### config.mk
export PLATFORM = sky130hd
export DESIGN_NAME = sprite_regs
export DESIGN_NICKNAME = d
export VERILOG_FILES = /design/src/hdl/sprite_pkg.sv /design/src/hdl/sprite_regs.sv
export VERILOG_INCLUDE_DIRS = /design/src /design/src/hdl
export SDC_FILE = /design/constraint.sdc
export NUM_CORES = 1
export LEC_CHECK = 0
export BUFFER_PORTS_ARGS = -buffer_cell sky130_fd_sc_hd__buf_2
export CORE_MARGIN = 4
export CORE_UTILIZATION = 57
export CTS_BUF_LIST = sky130_fd_sc_hd__clkbuf_4 sky130_fd_sc_hd__clkbuf_8
export CTS_CLUSTER_DIAMETER = 50
export DETAILED_ROUTE_END_ITERATION = 8
export GPL_TIMING_DRIVEN = 1
export PLACE_DENSITY_LB_ADDON = 0.12
export SYNTH_ARGS = -nofsm -noshare
export SYNTH_HDL_FRONTEND = slang
export SYNTH_SLANG_ARGS = --single-unit
### constraint.sdc
create_clock -name clk -period 12.8 [get_ports clk]
set_input_delay 0.64 -clock clk [delete_from_list [all_inputs] [get_ports clk]]
set_output_delay 0.64 -clock clk [all_outputs]
set_load 0.01 [all_outputs]
### src/hdl/sprite_config.svh
`ifndef SPRITE_CONFIG_SVH
`define SPRITE_CONFIG_SVH

// horizontal timing, in clk cycles (two per pixel)
`define H_ACTIVE        1280
`define H_FRONT         32
`define H_SYNC          192
`define H_BACK          96
`define H_TOTAL         (`H_ACTIVE + `H_FRONT + `H_SYNC + `H_BACK)

// vertical timing, in lines
`define V_ACTIVE        480
`define V_FRONT         10
`define V_SYNC          2
`define V_BACK          33
`define V_TOTAL         (`V_ACTIVE + `V_FRONT + `V_SYNC + `V_BACK)

`define NUM_OBJECTS     8
`define NUM_SPRITES     4
`define SPRITE_DIM      16

// word addresses on the write port
`define ADDR_BG         0
`define ADDR_OBJ_BASE   1
`define ADDR_PAT_BASE   256

`define BG_RESET        24'h008000

`define RENDER_LATENCY  3

`endif

### src/hdl/sprite_pkg.sv
`default_nettype none

`include "sprite_config.svh"

package sprite_pkg;

    typedef struct packed {
        logic [7:0] red;
        logic [7:0] green;
        logic [7:0] blue;
    } rgb_t;

    typedef logic [7:0] color_idx_t;

    typedef logic [11:0] coord_t;

    // same bit order as the object write word, bits 31:1
    typedef struct packed {
        coord_t     x;
        coord_t     y;
        logic [5:0] sprite;
        logic       active;
    } obj_t;

    typedef obj_t [`NUM_OBJECTS-1:0] obj_table_t;

    // 32-bit pattern word, 4 pixels, lowest byte first
    typedef logic [7:0] pat_addr_t;

endpackage

`default_nettype wire

### src/hdl/sprite_regs.sv
`default_nettype none
`timescale 1ns/100ps

`include "sprite_config.svh"

module sprite_regs (
    input  logic                   clk,
    input  logic                   reset,
    input  logic                   chipselect,
    input  logic                   write,
    input  logic [9:0]             address,
    input  logic [31:0]            writedata,
    output sprite_pkg::obj_table_t objects,
    output sprite_pkg::rgb_t       background,
    output logic                   pat_we,
    output sprite_pkg::pat_addr_t  pat_addr,
    output logic [31:0]            pat_data
);

    localparam int OBJ_W     = $clog2(`NUM_OBJECTS);
    localparam int PAT_SPACE = 2 ** $bits(sprite_pkg::pat_addr_t);

    logic       wr_en;
    logic       obj_sel;
    logic       pat_sel;
    logic [9:0] obj_off;
    logic [9:0] pat_off;

    assign wr_en   = chipselect && write;
    assign obj_off = address - 10'(`ADDR_OBJ_BASE);
    assign pat_off = address - 10'(`ADDR_PAT_BASE);

    assign obj_sel = address >= `ADDR_OBJ_BASE && obj_off < `NUM_OBJECTS;
    assign pat_sel = address >= `ADDR_PAT_BASE && pat_off < PAT_SPACE;

    always_ff @(posedge clk or posedge reset) begin
        if (reset) begin
            background <= `BG_RESET;
            objects    <= '0;  // all inactive
        end else if (wr_en) begin
            if (address == `ADDR_BG) begin
                background <= writedata[23:0];
            end else if (obj_sel) begin
                objects[obj_off[OBJ_W-1:0]].x      <= writedata[31:20];
                objects[obj_off[OBJ_W-1:0]].y      <= writedata[19:8];
                objects[obj_off[OBJ_W-1:0]].sprite <= writedata[7:2];
                objects[obj_off[OBJ_W-1:0]].active <= writedata[1];
                // bit 0 unused
            end
        end
    end

    // pattern words go straight to the renderer memory
    assign pat_we   = wr_en && pat_sel;
    assign pat_addr = sprite_pkg::pat_addr_t'(pat_off);
    assign pat_data = writedata;

    // software must not address objects past the table
    obj_index_in_range: assert property (
        @(posedge clk) disable iff (reset)
        wr_en && address >= `ADDR_OBJ_BASE && address < `ADDR_PAT_BASE
            |-> obj_off < `NUM_OBJECTS
    );

endmodule

`default_nettype wire

== After elaboration in Yosys (flattened, before gate mapping) ==
Index checks and enable logic that the tools add are counted.
Operators by class
  add/sub/neg operators: 2
  $lt $le $gt $ge: 6
  mux-type cells: 12
  bitwise logic cells: 1
  reduce and logical (&&, ||, !) cells: 8
Operator list (number)
  $bwmux W248: 4
  $demux W31 S3: 4
  $mux W31: 1
  $mux W19: 1
  $ge A10 B1 Y1 const B: 1
  $ge A10 B9 Y1 const B: 1
  $logic_not A10 Y1: 1
  $lt A10 B4 Y1 const B: 1
  $lt A10 B9 Y1 const B: 1
  $sub A10 B1 Y10 const B: 1
  $sub A10 B9 Y10 const B: 1
  $mux W7: 1
  $logic_and A1 B1 Y1: 5
  $lt A3 B4 Y1 const B: 1
  $ge A3 B1 Y1 const B: 1
  $reduce_and A3 Y1: 1
  $reduce_and A2 Y1: 1
  $mux W1: 1
  $not A1 Y1: 1
Word-level totals
  flip-flop bits (word level): 272
  input bits: 46
  output and inout bits: 313
  logic and storage cells: 64

== Depth between registers and ports, before layout ==
Gate-level depths: netlist of run 1.
  depth in word-level cells: 9
  mapped depth: 8

== Least setup slack after synthesis of run 1 ==
Ideal clock, no wire load.
  path kind: input-to-reg
  start: input port address[0]
  end: register objects[215] (netlist name)
  library setup time: 0.125 ns
  arrival: 2.996 ns
  required time: 12.675 ns
  path slack: 9.679 ns
  stages on the path: 8
  path buffers: 1
  cells stage by stage: inv_1 ha_1 or3b_1 nor3b_2 o2111ai_4 nor4_4 buf_6 mux2_2
On the way
  word-level cells in the longest chain between the ends: 9
  elaborated cells between the ends (all ways): 19
  classes of those cells: add/sub (1); order compare (4); mux (9); bitwise (1); reduce/logical (4)
Ends and longest elaborated chain
  start, declared: line sprite_regs.sv:11  | input logic [9:0] address,
  $sub A10 B1 Y10: line sprite_regs.sv:30  | assign obj_off = address - 10'(`ADDR_OBJ_BASE);
  $lt A3 B4 Y1 (not written as such) / $ge A3 B1 Y1 (equally long branches): line sprite_regs.sv:44  | objects[obj_off[OBJ_W-1:0]].x <= writedata[31:20];
  $logic_and A1 B1 Y1 (not written as such): line sprite_regs.sv:44
  $mux W31 (not written as such): line sprite_regs.sv:44
  $demux W31 S3: line sprite_regs.sv:44
  $bwmux W248: line sprite_regs.sv:44
  $bwmux W248: line sprite_regs.sv:45  | objects[obj_off[OBJ_W-1:0]].y <= writedata[19:8];
  $bwmux W248: line sprite_regs.sv:46  | objects[obj_off[OBJ_W-1:0]].sprite <= writedata[7:2];
  $bwmux W248: line sprite_regs.sv:47  | objects[obj_off[OBJ_W-1:0]].active <= writedata[1];
  end, declared: line sprite_regs.sv:13  | output sprite_pkg::obj_table_t objects,
Parallel ways exist; a longest one is shown, timed or not.
A chain may end at the register's enable or synchronous reset.

== Worst setup path after layout of run 1 ==
  start: input port address[0]
  end: register objects[212] (netlist name)
Same word-level chain as after synthesis.

==> results of run 1 <==
## per-stage QoR
step | area (um^2) | total power, mW
3_5_place_dp | 12900 | 0.976
4_1_cts | 13800 | 1.75
2_1_floorplan | 11300 | 0.936
5_1_grt | 13800 | 1.80
6_report | 13800 | 1.73
3_3_place_gp | 12900 | 0.975
## flip-flops by register name (all words and copies together) (netlist names)
signal / cells
objects: 248
background: 24
## worst min path at each step
| stage | start | to | cells after the start |
|---|---|---|---|
| 2_1_floorplan | objects[100] | objects[100] | 1 |
| 3_3_place_gp | objects[230] | objects[230] | 1 |
| 3_5_place_dp | objects[234] | objects[234] | 1 |
| 4_1_cts | writedata[0] | background[0] | 2 |
| 5_1_grt | writedata[0] | background[0] | 2 |
| 6_report | reset | objects[178] | 2 |
## layer usage
metal / up-vias / GRT usage, % / wire [um]
li1: 2952 / - / -
met1: 3492 / 33.4 / 11700
met2: 278 / 39.6 / 13300
met3: 66 / 6.11 / 2000
met4: 2 / 9.93 / 968
met5: - / 0 / 13
## cell type report
cell class | count | area, um^2 | area share [%]
clock buffer | 77 | 922 | 6.66
clock inverter | 1 | 8.76 | 0.0633
inverter | 3 | 18.8 | 0.136
multi-input combinational | 303 | 3910 | 28.2
sequential | 272 | 6810 | 49.2
tap | 265 | 332 | 2.40
timing repair buffer | 365 | 1840 | 13.3
## critical path: cells and delay by family
family,cells,cell delay [ps]
AOI/OAI and AO/OA,1,260
muxes,1,370
adders and majority gates,1,390
buffers and inverters,3,940
and+or+nand+nor,3,1610
## power groups by stage
stage / Clock, mW / Sequential, mW / Combinational [mW]
2_1_floorplan: 0 / 0.892 / 0.0439
3_3_place_gp: 0 / 0.888 / 0.0875
4_1_cts: 0.790 / 0.873 / 0.0881
6_report: 0.773 / 0.873 / 0.0864
3_5_place_dp: 0 / 0.888 / 0.0879
5_1_grt: 0.835 / 0.873 / 0.0946
## cell families (layout without fill, tap and decap cells)
family / Yosys count / after routing / share of synthesized area, %
compound gates: 5 / 5 / 0.774
xor+xnor: 3 / 3 / 0.232
fa+ha+maj: 2 / 2 / 0.221
buf+inv: 71 / 446 / 5.29
flops: 272 / 272 / 60.2
mux: 272 / 272 / 31.1
simple gates: 21 / 21 / 2.25
## synth_stat cells
master	count
dfrtp_1	271
nor3_1	2
buf_6	24
nor3b_1	1
nand2_1	1
nor2_1	1
a22o_1	1
o2111a_4	1
or3_1	1
or3b_1	1
xor2_1	1
mux2_1	77
nor4_1	2
nand4_1	1
mux2_4	120
o21ai_0	1
xnor2_1	2
mux2_2	75
clkbuf_2	1
o2111ai_4	1
inv_1	3
ha_1	2
or2_2	1
nor4_4	4
nand4_4	4
a2111oi_4	1
dfstp_2	1
buf_4	40
nor3b_2	1
clkbuf_1	3
nor2b_1	1
==> impl_metrics.ini, run 1 <==
[run_status]
status = finished, final reports clean

[sta]
setup_viol = 0
period_minus_slack_ps = 3830
slew-limit-headroom_pct = 26.0
finClkSkew_ps = 0
fmax_mhz = 261
hold_ws_ps = 289
worstMarginPinSlew_ps = 1100
finalMaxSlewViolations = 0
fin_setup_tns_ps = 0
fin_crit_sh_pct = 30.0
rsz0062_at_grt = no
fin_ws_ps = 8970
hold_viol_final = 0

[grt]
track_usage_pct = 24.9
grt_pass1_wl_um = 42700
antenna_found_initial = 1
grt_max_degree = 143
grt-ovfl-total = 0
grt_pass1_vias = 7038

[clock_network]
post_cts_buffers = 0
clkLatencyLatePin_ps = 530
cts_sinks = 272
cts_tree = built
clk_path_buf_depth = 3
postCtsHoldBufs = 0
clk_pin_slew_ps = 60
clock-root-buffer = clkbuf_8
postCtsResizedCells = 0
htreeDepth = 2
cts_made_buffers = 44

[flow_run]
drv_cap = 0

[yosys]
synthesis.instances = 646
synth_area_mm2 = 0.0113
synth.top_cell.area_share_pct = 59.9
yosys_warnings = 0
synth_largest_area_cell = dfrtp_1
synth-seq-cells = 272
synth_fp_nets = 694
synth_area_per_cell_um2 = 17.5
synth.area.top_cells = dfrtp_1 (60%), mux2_4 (16%), mux2_1 (7.7%), mux2_2 (7.5%), buf_4 (2.7%)
ys_types = 31
seq_area_frac_synth_pct = 60.2

[layout]
diodes = 0
instances_no_fill = 1286
final_common_cell = buf_2
layout_common_cells = buf_2 (358), dfrtp_1 (271), mux2_4 (120), mux2_1 (77), mux2_2 (75)
area_growth_pct = 22.3
nNetsFinal = 1037
fillers = 1333
final_layout_size_suffix_gt1_share_pct = 64.0
fin_util_pct = 71.1

[drt]
route.detailed.drc = 0
postRouteAntennaNets = 0
vias = 6790
drt-wirelength-per-cell_um = 21.8
vias_per_cell = 5.28
drtIter0Drc = 217
wirelength_um = 28000
drt-pass1-iter-count = 4

[setup_path]
cpPeakStageDelay_ps = 890
startpoint = address[0]
cp-start-kind = input port
end_kind = flip-flop
critical_path.max_fanout = 17
r2r_end = objects[192]
rrSetupSlack_ps = 11990
worstPathRequired_ps = 13210
path_cells = buf_2, inv_1, ha_1, or3b_1, nor3b_2, o2111ai_4, nor4_4, buf_4, mux2_2
cp_slowest_cell = nor4_4
crit_end = objects[212]
arrival_ps = 4240
path_class = in -> reg
reg2reg_from = objects[192]
ff2ff_path_depth = 1

[power]
leakage_nw = 8.38
clkPwrFrac_pct = 44.6
comb_power_share_pct = 5.0
p_int_mw = 1.34
p_sw_mw = 0.389
seqPwrFrac_pct = 50.4
p_sw_share_pct = 22.4
powerDensity_mw_per_mm2 = 125
peakVddDrop_mv = 0.100

[place]
place_ws_ps = 8400
port_buffers = 358
dp_hpwl_um = 19100
dp_cells = 1208
place.gp.congestion = 0.770

[worst_hold_path]
hold_class = in -> async

[floorplanning]
dieArea_mm2 = 0.0222
die_h_um = 149
coreArea_mm2 = 0.0195
initial_core_util_pct = 58.1
num_rows = 51
ioPinCount = 359
die_w_um = 149
Power figures use the tool's default switching activity.
==> run 2: changes to the inputs <==
--- a/config.mk
+++ b/config.mk
@@ -8,7 +8,7 @@
 export LEC_CHECK = 0
 export BUFFER_PORTS_ARGS = -buffer_cell sky130_fd_sc_hd__buf_2
 export CORE_MARGIN = 4
-export CORE_UTILIZATION = 57
+export CORE_UTILIZATION = 53
 export CTS_BUF_LIST = sky130_fd_sc_hd__clkbuf_4 sky130_fd_sc_hd__clkbuf_8
 export CTS_CLUSTER_DIAMETER = 50
 export DETAILED_ROUTE_END_ITERATION = 8
==> constraint.sdc (replaced) <==
create_clock -name clk -period 4 [get_ports clk]
set_input_delay 0.2 -clock clk [delete_from_list [all_inputs] [get_ports clk]]
set_output_delay 0.2 -clock clk [all_outputs]
set_load 0.01 [all_outputs]
==> run 2 against run 1 <==
  * Global-route usage is 1.4 points lower
  * Non-clock buffer count grew 18
  * Wire length up 0.85%
  * Clock skew unchanged
  * Core utilization down 3.7 points
  * First-iteration DRC count is 18% higher
  * Critical path depth is the same
  * Power increased to 3.4 times the previous value
  * Largest power group unchanged
==> impl_metrics.ini, run 2 (same netlist as run 1, synthesis figures left out) <==
[floorplanning]
num_rows = 53
die_w_um = 154
dieArea_mm2 = 0.0237
coreArea_mm2 = 0.0210
die_h_um = 154
ioPinCount = 359
initial_core_util_pct = 53.8

[clock_network]
clk_pin_slew_ps = 60
cts_tree = built
post_cts_buffers = 0
cts_made_buffers = 45
cts_sinks = 272
clk_path_buf_depth = 3
htreeDepth = 2
clkLatencyLatePin_ps = 520
clock-root-buffer = clkbuf_8

[drt]
vias = 6784
drtIter0Drc = 255
postRouteAntennaNets = 0
vias_per_cell = 5.14
drt-wirelength-per-cell_um = 21.4
wirelength_um = 28200
drt-pass1-iter-count = 4
route.detailed.drc = 0

[grt]
gr-max-usage-layer = met2
use_met2_pct = 37.2
antenna_found_initial = 0
grt_max_degree = 105
grt_pass1_vias = 7264
grt-ovfl-total = 0
track_usage_pct = 23.5
use_met3_pct = 6.92
grtUsageMet1_pct = 30.2
grt_pass1_wl_um = 43600

[run_status]
status = finished, final reports clean

[setup_path]
rrSetupSlack_ps = 3210
critical_path.max_fanout = 13
arrival_ps = 3250
end_kind = flip-flop
worstPathRequired_ps = 4400
cp-start-kind = input port
path_class = in -> reg
ff2ff_path_depth = 1

[sta]
finClkSkew_ps = 0
hold_ws_ps = 40.4
setup_viol = 0
finalMaxSlewViolations = 0
fin_ws_ps = 1150
slew-limit-headroom_pct = 38.4
fin_crit_sh_pct = 71.1
fmax_mhz = 351
period_minus_slack_ps = 2850
rsz0062_at_grt = no
hold_viol_final = 0
fin_setup_tns_ps = 0
worstMarginPinSlew_ps = 922

[place]
place.gp.congestion = 0.772
dp_cells = 1231
place_ws_ps = 596
dp_hpwl_um = 19400
port_buffers = 358
place_area_mm2 = 0.0131

[power]
leakage_nw = 8.54
peakVddDrop_mv = 0.359
powerDensity_mw_per_mm2 = 410
power_mw = 5.81

[worst_hold_path]
holdPathStages = 2
hold_class = in -> reg

[flow_run]
drv_cap = 0

[layout]
reg_top3 = objects: 248 flops, background: 24 flops
largest-register = objects
layout_common_cells = buf_2 (358), dfrtp_1 (271), mux2_4 (120), mux2_1 (77), mux2_2 (75)
fin_util_pct = 67.4
nNetsFinal = 1056
area_growth_pct = 25.3
final_common_cell = buf_2
largest_reg_flops = 248
diodes = 0
instances_no_fill = 1319
final_layout_size_suffix_gt1_share_pct = 64.3
fin_area_mm2 = 0.0142
-- run 2: changes by cell type in the layout (fill, tap and decap cells not counted), sizes merged --
cell         change
buf             +13
clkinv           +5
dlygate4sd3      +5
bufinv           +2
clkbuf           -2
clkinvlp         +2
inv              -2
-- run 2: final cells by class --
class | instances | area, um^2
flip-flops and latches | 272 | 6810
well taps | 275 | 344
clock inverters | 8 | 92.6
clock buffers | 75 | 970
inverters | 3 | 15.0
multi-input cells | 303 | 3910
repair buffers | 383 | 2040
fillers | 1557 | 6840
-- run 2: path summary, 6_finish.rpt --
check                              start           end
setup / recovery              address[0]   objects[14]
hold / removal             writedata[31]   objects[30]
setup reg to reg             objects[10]   objects[10]
hold reg to reg             objects[219]  objects[219]
max in group asynchronous          reset   objects[93]
min in group asynchronous          reset    objects[9]
-- run 2: where the power goes --
group	total (mW)	internal [mW]	switching [mW]	leakage, nW
logic	0.285	0.0939	0.191	4.19
registers	2.79	2.78	0.0140	3.79
clock network	2.73	1.66	1.08	0.561
-- run 2: layer usage --
metal / vias up / part of all wire, % / wire length [um]
li1: 3000 / - / -
met1: 3440 / 41 / 11600
met2: 271 / 47 / 13200
met3: 73 / 7.6 / 2160
met4: 0 / 4.2 / 1190
met5: - / 0 / 0
-- run 2: timing repair --
| action | CTS | global route |
|---|---|---|
| endpoints found under the hold margin | 45 | 0 |
| gates resized for setup | 0 | 0 |
| setup endpoints to repair | 0 | 0 |
| hold buffers | 5 | 0 |
-- run 2: critical path: stages --
cell,delay [ps]
buf_2,190
inv_1,340
ha_1,390
or3b_1,420
nor3b_2,300
o2111a_4,340
nand4_4,370
buf_4,380
mux2_4,310
