**src/hdl/sprite_config.svh**
```systemverilog
`ifndef SPRITE_CONFIG_SVH
`define SPRITE_CONFIG_SVH

// horizontal timing, in clk cycles (two per pixel)
`define H_ACTIVE        1280
`define H_FRONT         32
`define H_SYNC          192
`define H_BACK          96
`define H_TOTAL         (`H_ACTIVE + `H_FRONT + `H_SYNC + `H_BACK)

// vertical timing, in lines
`define V_ACTIVE        480
`define V_FRONT         10
`define V_SYNC          2
`define V_BACK          33
`define V_TOTAL         (`V_ACTIVE + `V_FRONT + `V_SYNC + `V_BACK)

`define NUM_OBJECTS     8
`define NUM_SPRITES     4
`define SPRITE_DIM      16

// word addresses on the write port
`define ADDR_BG         0
`define ADDR_OBJ_BASE   1
`define ADDR_PAT_BASE   256

`define BG_RESET        24'h008000

`define RENDER_LATENCY  3

`endif

```
**src/hdl/sprite_pkg.sv**
```systemverilog
`default_nettype none

`include "sprite_config.svh"

package sprite_pkg;

    typedef struct packed {
        logic [7:0] red;
        logic [7:0] green;
        logic [7:0] blue;
    } rgb_t;

    typedef logic [7:0] color_idx_t;

    typedef logic [11:0] coord_t;

    // same bit order as the object write word, bits 31:1
    typedef struct packed {
        coord_t     x;
        coord_t     y;
        logic [5:0] sprite;
        logic       active;
    } obj_t;

    typedef obj_t [`NUM_OBJECTS-1:0] obj_table_t;

    // 32-bit pattern word, 4 pixels, lowest byte first
    typedef logic [7:0] pat_addr_t;

endpackage

`default_nettype wire

```
**src/hdl/pixel_if.sv**
```systemverilog
`default_nettype none
`timescale 1ns/100ps

interface pixel_if;

    sprite_pkg::coord_t hcount;
    sprite_pkg::coord_t vcount;
    logic               hsync_n;
    logic               vsync_n;
    logic               blank_n;

    modport source (
        output hcount,
        output vcount,
        output hsync_n,
        output vsync_n,
        output blank_n
    );

    modport sink (
        input  hcount,
        input  vcount,
        input  hsync_n,
        input  vsync_n,
        input  blank_n
    );

endinterface

`default_nettype wire

```
**src/hdl/vga_timing.sv**
```systemverilog
`default_nettype none
`timescale 1ns/100ps

`include "sprite_config.svh"

module vga_timing (
    input  logic   clk,
    input  logic   reset,
    pixel_if.source pix,
    output logic   vga_clk
);

    sprite_pkg::coord_t hcount;
    sprite_pkg::coord_t vcount;
    logic               end_of_line;
    logic               end_of_field;

    assign end_of_line  = hcount == `H_TOTAL - 1;
    assign end_of_field = vcount == `V_TOTAL - 1;

    always_ff @(posedge clk or posedge reset) begin
        if (reset) begin
            hcount <= '0;
            vcount <= '0;
        end else if (end_of_line) begin
            hcount <= '0;
            if (end_of_field) begin
                vcount <= '0;
            end else begin
                vcount <= vcount + 1'b1;
            end
        end else begin
            hcount <= hcount + 1'b1;
        end
    end

    assign pix.hcount = hcount;
    assign pix.vcount = vcount;

    // sync pulses after the front porch
    assign pix.hsync_n = !(hcount >= `H_ACTIVE + `H_FRONT &&
                           hcount < `H_ACTIVE + `H_FRONT + `H_SYNC);
    assign pix.vsync_n = !(vcount >= `V_ACTIVE + `V_FRONT &&
                           vcount < `V_ACTIVE + `V_FRONT + `V_SYNC);

    assign pix.blank_n = hcount < `H_ACTIVE && vcount < `V_ACTIVE;

    assign vga_clk = hcount[0];  // pixel clock, half of clk

    hcount_in_range: assert property (
        @(posedge clk) disable iff (reset)
        hcount < `H_TOTAL
    );

endmodule

`default_nettype wire

```
**src/flat_wrapper.sv**
```systemverilog
// flat-port wrapper written by rule: the top's interface ports become plain ports
module vga_timing_flat 
  (clk, reset, vga_clk, pix_hcount, pix_vcount, pix_hsync_n, pix_vsync_n, pix_blank_n);
  pixel_if pix_i ();
  input  logic clk;
  input  logic reset;
  output logic vga_clk;
  output wire logic [$bits(pix_i.hcount)-1:0] pix_hcount;
  output wire logic [$bits(pix_i.vcount)-1:0] pix_vcount;
  output wire logic [$bits(pix_i.hsync_n)-1:0] pix_hsync_n;
  output wire logic [$bits(pix_i.vsync_n)-1:0] pix_vsync_n;
  output wire logic [$bits(pix_i.blank_n)-1:0] pix_blank_n;
  assign pix_hcount = pix_i.hcount;
  assign pix_vcount = pix_i.vcount;
  assign pix_hsync_n = pix_i.hsync_n;
  assign pix_vsync_n = pix_i.vsync_n;
  assign pix_blank_n = pix_i.blank_n;
  vga_timing u_core (.clk(clk), .reset(reset), .pix(pix_i), .vga_clk(vga_clk));
endmodule
```
**config.mk**
```make
export PLATFORM = sky130hd
export DESIGN_NAME = vga_timing_flat
export DESIGN_NICKNAME = d
export VERILOG_FILES = /design/src/hdl/sprite_pkg.sv /design/src/hdl/pixel_if.sv /design/src/hdl/vga_timing.sv /design/src/flat_wrapper.sv
export VERILOG_INCLUDE_DIRS = /design/src /design/src/hdl
export SDC_FILE = /design/constraint.sdc
export NUM_CORES = 1
export LEC_CHECK = 0
export ABC_CLOCK_PERIOD_IN_PS = 1600
export BUFFER_PORTS_ARGS = -buffer_cell sky130_fd_sc_hd__buf_4
export CAP_MARGIN = 10
export CORE_ASPECT_RATIO = 0.6
export CORE_MARGIN = 2
export CORE_UTILIZATION = 45
export DETAILED_ROUTE_END_ITERATION = 8
export PLACE_DENSITY = 0.68
export RECOVER_POWER = 50
export SYNTH_ARGS = -nofsm -noshare
export SYNTH_HDL_FRONTEND = slang
export SYNTH_SLANG_ARGS = --single-unit
```
**constraint.sdc**
```tcl
create_clock -name clk -period 1.6 [get_ports clk]
set_input_delay 0.4 -clock clk [delete_from_list [all_inputs] [get_ports clk]]
set_output_delay 0.4 -clock clk [all_outputs]
set_load 0.01 [all_outputs]
```
Word-level counts from Yosys, hierarchy flattened --
Cells that the tools add are included.
Operators by class: add/sub/neg operators 2, magnitude comparators 6, equality and inequality tests 2, multiplexer cells 2, reduce and logical (&&, ||, !) cells 5
Operators by type and width (number):
- $add A12 B1 Y12 const B | 2
- $lt A12 B11 Y1 const B | 2
- $lt A12 B9 Y1 const B | 2
- $mux W12 | 2
- $eq A12 B10 Y1 const B | 1
- $eq A12 B11 Y1 const B | 1
- $ge A12 B11 Y1 const B | 1
- $ge A12 B9 Y1 const B | 1
- $logic_and A1 B1 Y1 | 3
- $logic_not A1 Y1 | 2
Storage, ports and cells: register bits after elaboration 24, input port bits 2, word-level logic and storage cells 19

Logic depth before layout (Yosys ltp) --
Gate-level depths: netlist of run 1.
depth after elaboration 3, mapped depth 6, gate-level depth less buffers 6

Worst setup path before layout of run 1 --
OpenSTA, ideal clock, no wires.
path type register to register, start register u_core.hcount[0] (netlist: u_core.pix.hcount[0]), end register u_core.vcount[6] (netlist: u_core.pix.vcount[6]), arrival time 1435 ps, path slack 38 ps, stages on the path, launching flop included 7, buffers on the path 1, cells stage by stage dfrtp_1 ha_1 and2_1 and4_1 buf_6 nand3_4 xnor2_2
On the way: longest elaborated chain between the ends 1
RTL lines:
- start: declaration | RTL line vga_timing.sv:13 | sprite_pkg::coord_t hcount;
- start signal: assignment | RTL line vga_timing.sv:33 | hcount <= hcount + 1'b1;
- $eq A12 B11 Y1 | RTL line vga_timing.sv:18 | assign end_of_line = hcount == `H_TOTAL - 1;
- end signal: assignment | RTL line vga_timing.sv:30 | vcount <= vcount + 1'b1;
- end: declaration | RTL line vga_timing.sv:14 | sprite_pkg::coord_t vcount;
Every way passes these cells. A chain may end at the register's enable or synchronous reset.

Final worst setup path of run 1 --
start register u_core.hcount[7] (netlist: u_core.pix.hcount[7]), end output port pix_hsync_n
On the way: longest elaborated chain between the ends 3, elaborated cells on any way between the ends 4, those cells by class order compare (2); reduce/logical (2)
RTL lines:
- $ge A12 B11 Y1 (no source line) / $lt A12 B11 Y1 (equally long branches)
- $logic_and A1 B1 Y1 (no source line) *
- $logic_not A1 Y1 * | RTL line vga_timing.sv:41 | assign pix.hsync_n = !(hcount >= `H_ACTIVE + `H_FRONT &&
- end: declaration | RTL line flat_wrapper.sv:10 | output wire logic [$bits(pix_i.hsync_n)-1:0] pix_hsync_n;
Every way passes the cells marked *; elsewhere a longest branch is shown, timed or not.

==> results of run 1 <==
worst min path at each step:
stage / from / endpoint / slack (ns) / cells past startpoint
detailed placement: reset / u_core.pix.hcount[10] / 0.48 / 3
global route: reset / u_core.pix.hcount[11] / 0.35 / 3
CTS: reset / u_core.pix.hcount[9] / 0.19 / 3
floorplan: reset / u_core.pix.hcount[0] / 0.41 / 1
global placement: reset / u_core.pix.hcount[10] / 0.48 / 3
finish: reset / u_core.pix.hcount[10] / 0.29 / 3
critical path, delay by kind of cell, from the launching register on:
family                 cells  cell delay, ns
AO/OA/AOI/OAI              1            0.08
buffers and inverters      2            0.32
flip-flops                 1            0.42
AND/OR/NAND/NOR            3            0.22
cell type report:
class / instances / area share, %
well taps: 42 / 2.70
repair buffers: 61 / 24.0
clock buffers: 3 / 2.12
multi-input cells: 102 / 39.2
flip-flops and latches: 24 / 31.2
inverters: 4 / 0.772
placed cells by master (no fill, tap or decap), drive strengths merged, types with 4 or more instances in the layout:
cell and n:
nand3 13, and4 4, nand2 13, nor2 16, clkbuf 7, inv 4
nand4 6, buf 57, xor2 9, o21ai 9, dfrtp 24, xnor2 7
per-stage QoR:
stage	util [%]	instance area (um^2)
finish	68.2	1940
global route	68.2	1940
CTS	66.0	1880
detailed placement	60.7	1730
global placement	60.7	1730
floorplan	-	1330
layer usage:
layer	routed length, um	track usage (%)	up-vias
met2	1610	33.0	45
met1	1820	33.3	604
met3	169	6.35	4
met4	28	4.64	0
li1	-	-	593
met5	0	0	-
logic make-up after synthesis:
group	synth area share [%]
simple gates	32.2
flops	45.1
xor+xnor	11.1
compound gates	6.20
buf+inv	2.54
fa+ha+maj	2.82
power by group through the flow:
stage          Combinational (mW)  Clock, mW  Sequential (mW)
2_1_floorplan             0.00903          0            0.618
3_3_place_gp               0.0167          0            0.618
3_5_place_dp               0.0168          0            0.618
4_1_cts                    0.0167      0.362            0.606
5_1_grt                    0.0176      0.377            0.606
6_report                   0.0146      0.353            0.606
flip-flops by register name (all words and copies together) (netlist names):
signal and count:
u_core.pix.hcount 12, u_core.pix.vcount 12
timing repair:
item,CTS,global route
endpoints found under the setup margin,3,13
setup buffers,10,2
pin swaps,4,7
resized for setup,12,16
hold buffers,0,0
==> results.cfg, run 1 <==
[synthesis]
ys_ff_latch = 24
synth_edf_count = 0
syn_inst = 132
yosys_warnings = 0
synth_area_leaders = dfrtp_1 45%, xor2_1 5.9%, nand3_1 4.5%
yosys.area.top_type_share_pct = 45.1
ys_async_sr_fraction_pct = 100
synth_top_cells_by_count = 24 x dfrtp_1, 16 x nor2_1, 13 x nand2_1
synth.distinct_cells = 34
yosysTopAreaCell = dfrtp_1
synth_top_flop_cell = dfrtp_1
synth-seq-area-share_pct = 45.1
syn_nets = 137
syn_area_per_cell_um2 = 10.1
yosysMostFrequentCell = dfrtp_1
netlist_area_um2 = 1330

[power]
p_comb_share_pct = 1.5
p_switching_mw = 0.197
leakagePower_nw = 0.940
powerDensity_nw_per_um2 = 501
power_frac_seq_pct = 62.2
swShare_pct = 20.3
clkPwrFrac_pct = 36.3
vdd_ir_drop_max_mv = 0.516
p_int_mw = 0.776
power_mw = 0.974

[place]
portBuffers = 29
dp_hpwl_um = 2410
pre_cts_slack_ns = 0.0321
place_congestion = 0.860
place_inst = 221

[drt]
drtPass1Iterations = 4
drc = 0
ant_nets = 0
viasPerCell = 5.28
drt_iter0_drc = 86
wl_per_cell_um = 15.3
via_count = 1246
routed_wirelength_um = 3620

[sta]
setup-tns-final_ns = -0.231
tightest_slew_ns = 0.618
whs_ns = 0.289
fmax_mhz = 588
slew_viol_final = 0
worst_slack_ns = -0.100
timing_hold_violations_final = 0
maxSlewHeadroom_pct = 58.8
setup_viol = 5
skew_ns = 0.00407
rsz0062_at_grt = true
fin_crit_sh_pct = 106
final.min_clock_period_ns = 1.70

[cts]
clkTransAtPathRegs_ns = 0.08
ctsHtreeMaxLevel = 1
clk_latency_ns = 0.26
cts_buffers = 3
cts_sinks = 24
cts_tree = built
root_buffer = clkbuf_8
cts_buffer_depth = 2

[global_route]
grt_pass1_vias = 1156
antenna_found_initial = 0
grt_pass1_wl_um = 5630
grt_start_max_net_pins = 25
gr-total-overflow = 0
grt_usage_pct = 22.5

[worst_setup_path]
critPathMaxFanout = 4
critPathSlowestCell = dfrtp_1
crit_chain = buf_6 -> nand2_4 -> nand2_2 -> o21ai_1 -> nand4b_1 -> buf_4
critPathKind = reg -> out
r2r_start = u_core.pix.hcount[6]
r2r_cells = 5
arrival_ns = 1.30
cp-end-kind = primary output
r2r_slack_ns = -0.01
required_ns = 1.20
r2r-end = u_core.pix.vcount[9]
endpoint = pix_hsync_n
slowest_delay_ns = 0.42
cp-startpoint = u_core.pix.hcount[7]
cp-start-kind = register

[final_layout]
fillers = 233
register_area_um2 = 607
antenna_cells = 0
finalNetCount = 201
area_delta_synth_final_pct = 46.1
multi_input_area_um2 = 762
drive_gt1_share_pct = 45.4
fin_cells = 236

[outcome]
status = finished, violations left
violations = negative setup slack

[die]
die_h_um = 46.1
die_width_um = 74.2
pin_count = 30
dieArea_um2 = 3420
row_count = 15
core_um2 = 2850
start_util_pct = 46.7

[min_path]
hp-class = in -> async

[job]
max_cap_viol_count = 0
Power figures use the tool's default switching activity.
==> run 2, diff against run 1 <==
--- a/config.mk
+++ b/config.mk
@@ -15,6 +15,7 @@
 export DETAILED_ROUTE_END_ITERATION = 8
 export PLACE_DENSITY = 0.68
 export RECOVER_POWER = 50
+export SKIP_LAST_GASP = 1
 export SYNTH_ARGS = -nofsm -noshare
 export SYNTH_HDL_FRONTEND = slang
 export SYNTH_SLANG_ARGS = --single-unit
==> results.cfg, run 2 (synthesis gave the netlist of run 1 again) <==
[sta]
rsz0062_at_grt = true
final.min_clock_period_ns = 1.72
fmax_mhz = 582
skew_ns = 0.00320
fin_crit_sh_pct = 107
maxSlewHeadroom_pct = 58.3
tightest_slew_ns = 0.625
slew_viol_final = 0
worst_slack_ns = -0.120
setup_viol = 8
timing_hold_violations_final = 0

[cts]
cts_buffer_depth = 2
cts_tree = built
clkTransAtPathRegs_ns = 0.08
cts_buffers = 3
ctsHtreeMaxLevel = 1
clk_latency_ns = 0.26
cts_sinks = 24
holdBufCountCts = 0
root_buffer = clkbuf_8

[die]
start_util_pct = 46.7
die_h_um = 46.1
row_count = 15
dieArea_um2 = 3420
die_width_um = 74.2
core_um2 = 2850
pin_count = 30

[worst_setup_path]
slowest_delay_ns = 0.42
critPathSlowestCell = dfrtp_1
cp-end-kind = primary output
cp-start-kind = register
critPathTopFamily = simple AND/OR/NAND/NOR gates
critPathKind = reg -> out
required_ns = 1.20
critPathMaxFanout = 4
worst-path-buf-inv = 1
arrival_ns = 1.32
crit_chain = nor2b_1 -> nand4b_1 -> buf_4

[drt]
wl_per_cell_um = 15.1
routed_wirelength_um = 3590
drtPass1Iterations = 4
viasPerCell = 5.36
via_count = 1271
drt_iter0_drc = 79
ant_nets = 0
drc = 0

[power]
powerDensity_nw_per_um2 = 505
leakagePower_nw = 0.939
vdd_ir_drop_max_mv = 0.516

[global_route]
grt_start_max_net_pins = 25
use_met3_pct = 7.44
grt_usage_pct = 22.1
gr-total-overflow = 0
met1_usage_pct = 32.2
antenna_found_initial = 0
use_met2_pct = 32.1
grt_pass1_vias = 1173
grt-busiest-layer = met1
grt_pass1_wl_um = 5580

[final_layout]
final_area_um2 = 1930
antenna_cells = 0
fin_cells = 237
area_delta_synth_final_pct = 44.6
most-common-layout-cells = 54 x buf_4, 19 x dfrtp_1, 15 x nor2_1
reg_top3 = u_core.pix.hcount x12, u_core.pix.vcount x12
post-route-util_pct = 67.5
finalNetCount = 202
drive_gt1_share_pct = 43.1
layout_commonest_cell = buf_4

[place]
place_congestion = 0.860
post_dp_cell_area_um2 = 1730
portBuffers = 29
place_inst = 221
dp_hpwl_um = 2410

[min_path]
hp-class = in -> async

[outcome]
violations = negative setup slack
status = finished, violations left

[job]
max_cap_viol_count = 0
-- run 2: path summary, 6_finish.rpt --
kind	cells after the start	from	endpoint	slack [ns]
min in group clk	1	u_core.pix.vcount[7]	u_core.pix.vcount[7]	0.53
setup reg to reg	5	u_core.pix.hcount[7]	u_core.pix.vcount[9]	-0.05
hold reg to reg	1	u_core.pix.vcount[7]	u_core.pix.vcount[7]	0.53
max in group asynchronous	3	reset	u_core.pix.vcount[6]	0.86
setup / recovery	3	u_core.pix.hcount[11]	pix_hsync_n	-0.12
hold / removal	3	reset	u_core.pix.hcount[10]	0.29
-- run 2: repair_timing --
action | CTS | global route
gates resized for setup | 10 | 11
pin swaps | 4 | 9
setup endpoints to repair | 3 | 17
buffers inserted | 10 | 3
-- run 2: routing by layer --
layer / up-vias / wire [um]
li1: 595 / -
met1: 609 / 1750
met2: 63 / 1570
met3: 4 / 244
met4: 0 / 26
met5: - / 0
-- run 2: metrics by stage --
step	worst slack (ns)	hold WS [ns]	TNS (ns)	total power, mW
global route	-0.175	0.349	-1.22	1.00
finish	-0.120	0.293	-0.409	0.973
floorplan	0.0378	0.415	0	0.627
global placement	0.0843	0.477	0	0.635
detailed placement	0.0321	0.477	0	0.635
CTS	-0.106	0.192	-0.464	0.984
-- run 2: power by group --
part | internal [mW] | switching [mW] | total (mW)
combinational | 0.00237 | 0.0124 | 0.0148
clock | 0.168 | 0.184 | 0.352
sequential | 0.606 | 0 | 0.606
total | 0.776 | 0.197 | 0.973
-- run 2: area by class of cell --
cell class	count	area (um^2)
Inverter	4	15.0
Sequential cell	24	607
Multi-Input combinational cell	102	739
Tap cell	42	52.6
Clock buffer	3	41.3
Timing Repair Buffer	62	470
Fill cell	229	927
-- run 2: worst register-to-register path, stage by stage, from the launching register on --
cell and delay (ns):
dfrtp_1 0.42, buf_6 0.13, nor4b_4 0.36, nand4_2 0.27, o221ai_1 0.26, o31ai_1 0.10
==> run 3, diff against run 2 <==
--- a/config.mk
+++ b/config.mk
@@ -6,6 +6,7 @@
 export SDC_FILE = /design/constraint.sdc
 export NUM_CORES = 1
 export LEC_CHECK = 0
+export ABC_AREA = 1
 export ABC_CLOCK_PERIOD_IN_PS = 1600
 export BUFFER_PORTS_ARGS = -buffer_cell sky130_fd_sc_hd__buf_4
 export CAP_MARGIN = 10
@@ -13,7 +14,7 @@
 export CORE_MARGIN = 2
 export CORE_UTILIZATION = 45
 export DETAILED_ROUTE_END_ITERATION = 8
-export PLACE_DENSITY = 0.68
+export PLACE_DENSITY = 0.67
 export RECOVER_POWER = 50
 export SKIP_LAST_GASP = 1
 export SYNTH_ARGS = -nofsm -noshare
==> results.cfg, run 3 <==
[outcome]
status = finished, violations left
violations = negative setup slack

[final_layout]
drive_gt1_share_pct = 33.3
reg_top3 = u_core.pix.hcount x12, u_core.pix.vcount x12
post-route-util_pct = 63.7
layout_commonest_cell = buf_4
finalNetCount = 270
fillers = 299
area_delta_synth_final_pct = 35.2
fin_cells = 309
most-common-layout-cells = 53 x buf_4, 48 x nand2_1, 29 x inv_1
antenna_cells = 0

[synthesis]
yosysMostFrequentCell = nand2_1
synth_top_flop_cell = dfrtp_1
syn_inst = 207
synth_edf_count = 0
netlist_area_um2 = 1530
yosysTopAreaCell = dfrtp_1
syn_area_per_cell_um2 = 7.38
syn_nets = 212
yosys_warnings = 0
ys_ff_latch = 24
synth_top_cells_by_count = 49 x nand2_1, 34 x inv_1, 24 x dfrtp_1, 24 x nor2_1, 18 x nand3_1
yosys.area.top_type_share_pct = 39.3
synth_area_leaders = dfrtp_1 39%, nand2_1 12%, inv_1 8.4%
synth.distinct_cells = 26
synth-seq-area-share_pct = 39.3
ys_async_sr_fraction_pct = 100

[cts]
root_buffer = clkbuf_8
clk_latency_ns = 0.27
cts_buffer_depth = 2
cts_sinks = 24
cts_tree = built
holdBufCountCts = 0
cts_buffers = 3
clkTransAtPathRegs_ns = 0.09
ctsHtreeMaxLevel = 1

[drt]
viasPerCell = 4.83
drt_iter0_drc = 130
drtPass1Iterations = 4
ant_nets = 0
wl_per_cell_um = 12.8
drc = 0
via_count = 1492
routed_wirelength_um = 3960

[place]
place_inst = 294
dp_hpwl_um = 2990
place_congestion = 0.899
portBuffers = 29

[global_route]
grt_pass1_vias = 1301
gr-total-overflow = 0
grt_start_max_net_pins = 25
grt_usage_pct = 21.5
antenna_found_initial = 0
grt_pass1_wl_um = 6400

[sta]
maxSlewHeadroom_pct = 59.4
setup_viol = 2
final.min_clock_period_ns = 1.72
slew_viol_final = 0
timing_hold_violations_final = 0
worst_slack_ns = -0.125
rsz0062_at_grt = true
fin_crit_sh_pct = 108
tightest_slew_ns = 0.609
fmax_mhz = 580
whs_ns = 0.277
setup-tns-final_ns = -0.207
skew_ns = 0.00278

[min_path]
hp-class = in -> async

[die]
die_width_um = 79.2
core_um2 = 3240
pin_count = 30
row_count = 16
dieArea_um2 = 3890
start_util_pct = 47.1
die_h_um = 49.1

[worst_setup_path]
critPathMaxFanout = 3
r2r_cells = 8
critPathKind = reg -> out
required_ns = 1.20
cp-start-kind = register
cp-end-kind = primary output
r2r_start = u_core.pix.hcount[1]
r2r_slack_ns = 0.07
r2r-end = u_core.pix.vcount[11]
arrival_ns = 1.32

[power]
vdd_ir_drop_max_mv = 0.364
leakagePower_nw = 1.04
power_mw = 1.16
powerDensity_nw_per_um2 = 561

[job]
max_cap_viol_count = 0
run 3: worst max-delay path by stage:
| stage | slack, ns | to | cells past startpoint | from |
|---|---|---|---|---|
| 2_1_floorplan | 0.12 | pix_blank_n | 3 | u_core.pix.vcount[5] |
| 3_3_place_gp | 0.1 | u_core.pix.vcount[11] | 8 | u_core.pix.hcount[1] |
| 3_5_place_dp | 0.09 | pix_blank_n | 4 | u_core.pix.vcount[10] |
| 4_1_cts | -0.10 | pix_blank_n | 4 | u_core.pix.vcount[7] |
| 5_1_grt | -0.20 | pix_blank_n | 4 | u_core.pix.vcount[6] |
| 6_report | -0.12 | pix_blank_n | 4 | u_core.pix.vcount[7] |
run 3: cells by family (layout without fill, tap and decap cells):
kind of cell             count (synthesis)  in the layout  synth area share (%)
AND/OR/NAND/NOR                        120            121                  37.8
buffers and inverters                   40             96                  11.5
flip-flops                              24             24                  39.3
AO/OA/AOI/OAI                           13             13                  4.83
XOR/XNOR                                 7              7                  4.01
adder cells (fa/ha/maj)                  3              3                  2.46
run 3: area by class of cell:
class / instances / area, um^2 / area share (%)
multi-input cells: 144 / 781 / 37.8
flip-flops and latches: 24 / 601 / 29.1
repair buffers: 57 / 425 / 20.6
inverters: 35 / 131 / 6.36
well taps: 45 / 56.3 / 2.73
clock buffers: 3 / 41.3 / 2.00
clock inverters: 1 / 30.0 / 1.45
run 3: report_power, final:
part | internal (mW) | switching (mW) | leakage [nW]
Clock | 0.335 | 0.205 | 0.0357
Combinational | 0.00237 | 0.0121 | 0.684
Sequential | 0.606 | 0 | 0.321
Total | 0.943 | 0.217 | 1.04
run 3: routing by layer:
metal	vias to the layer above	global-route usage, %	part of all wire, %
met5	-	0	0
met4	0	3.74	0.18
met3	2	5.56	9.3
met2	54	26.8	38
met1	673	36.2	53
li1	763	-	-
run 3: through the flow:
stage / area, um^2 / setup WS [ns]
after floorplan: 1530 / 0.122
after global placement: 1890 / 0.0999
after detailed placement: 1890 / 0.0935
after CTS: 2030 / -0.102
after global routing: 2070 / -0.198
final: 2070 / -0.125
run 3: what timing repair did:
action / CTS / global route
endpoints found under the setup margin: 3 / 15
resized for setup: 5 / 9
buffers inserted: 7 / 3
pin swaps: 1 / 4
hold endpoints to repair: 0 / 0
cloned: 0 / 1
run 3: worst max-delay path, cell delays in order, from the launching register on:
cell	delay [ns]
dfrtp_1	0.41
nand2_2	0.09
nor2_1	0.07
nor4_2	0.31
buf_4	0.17
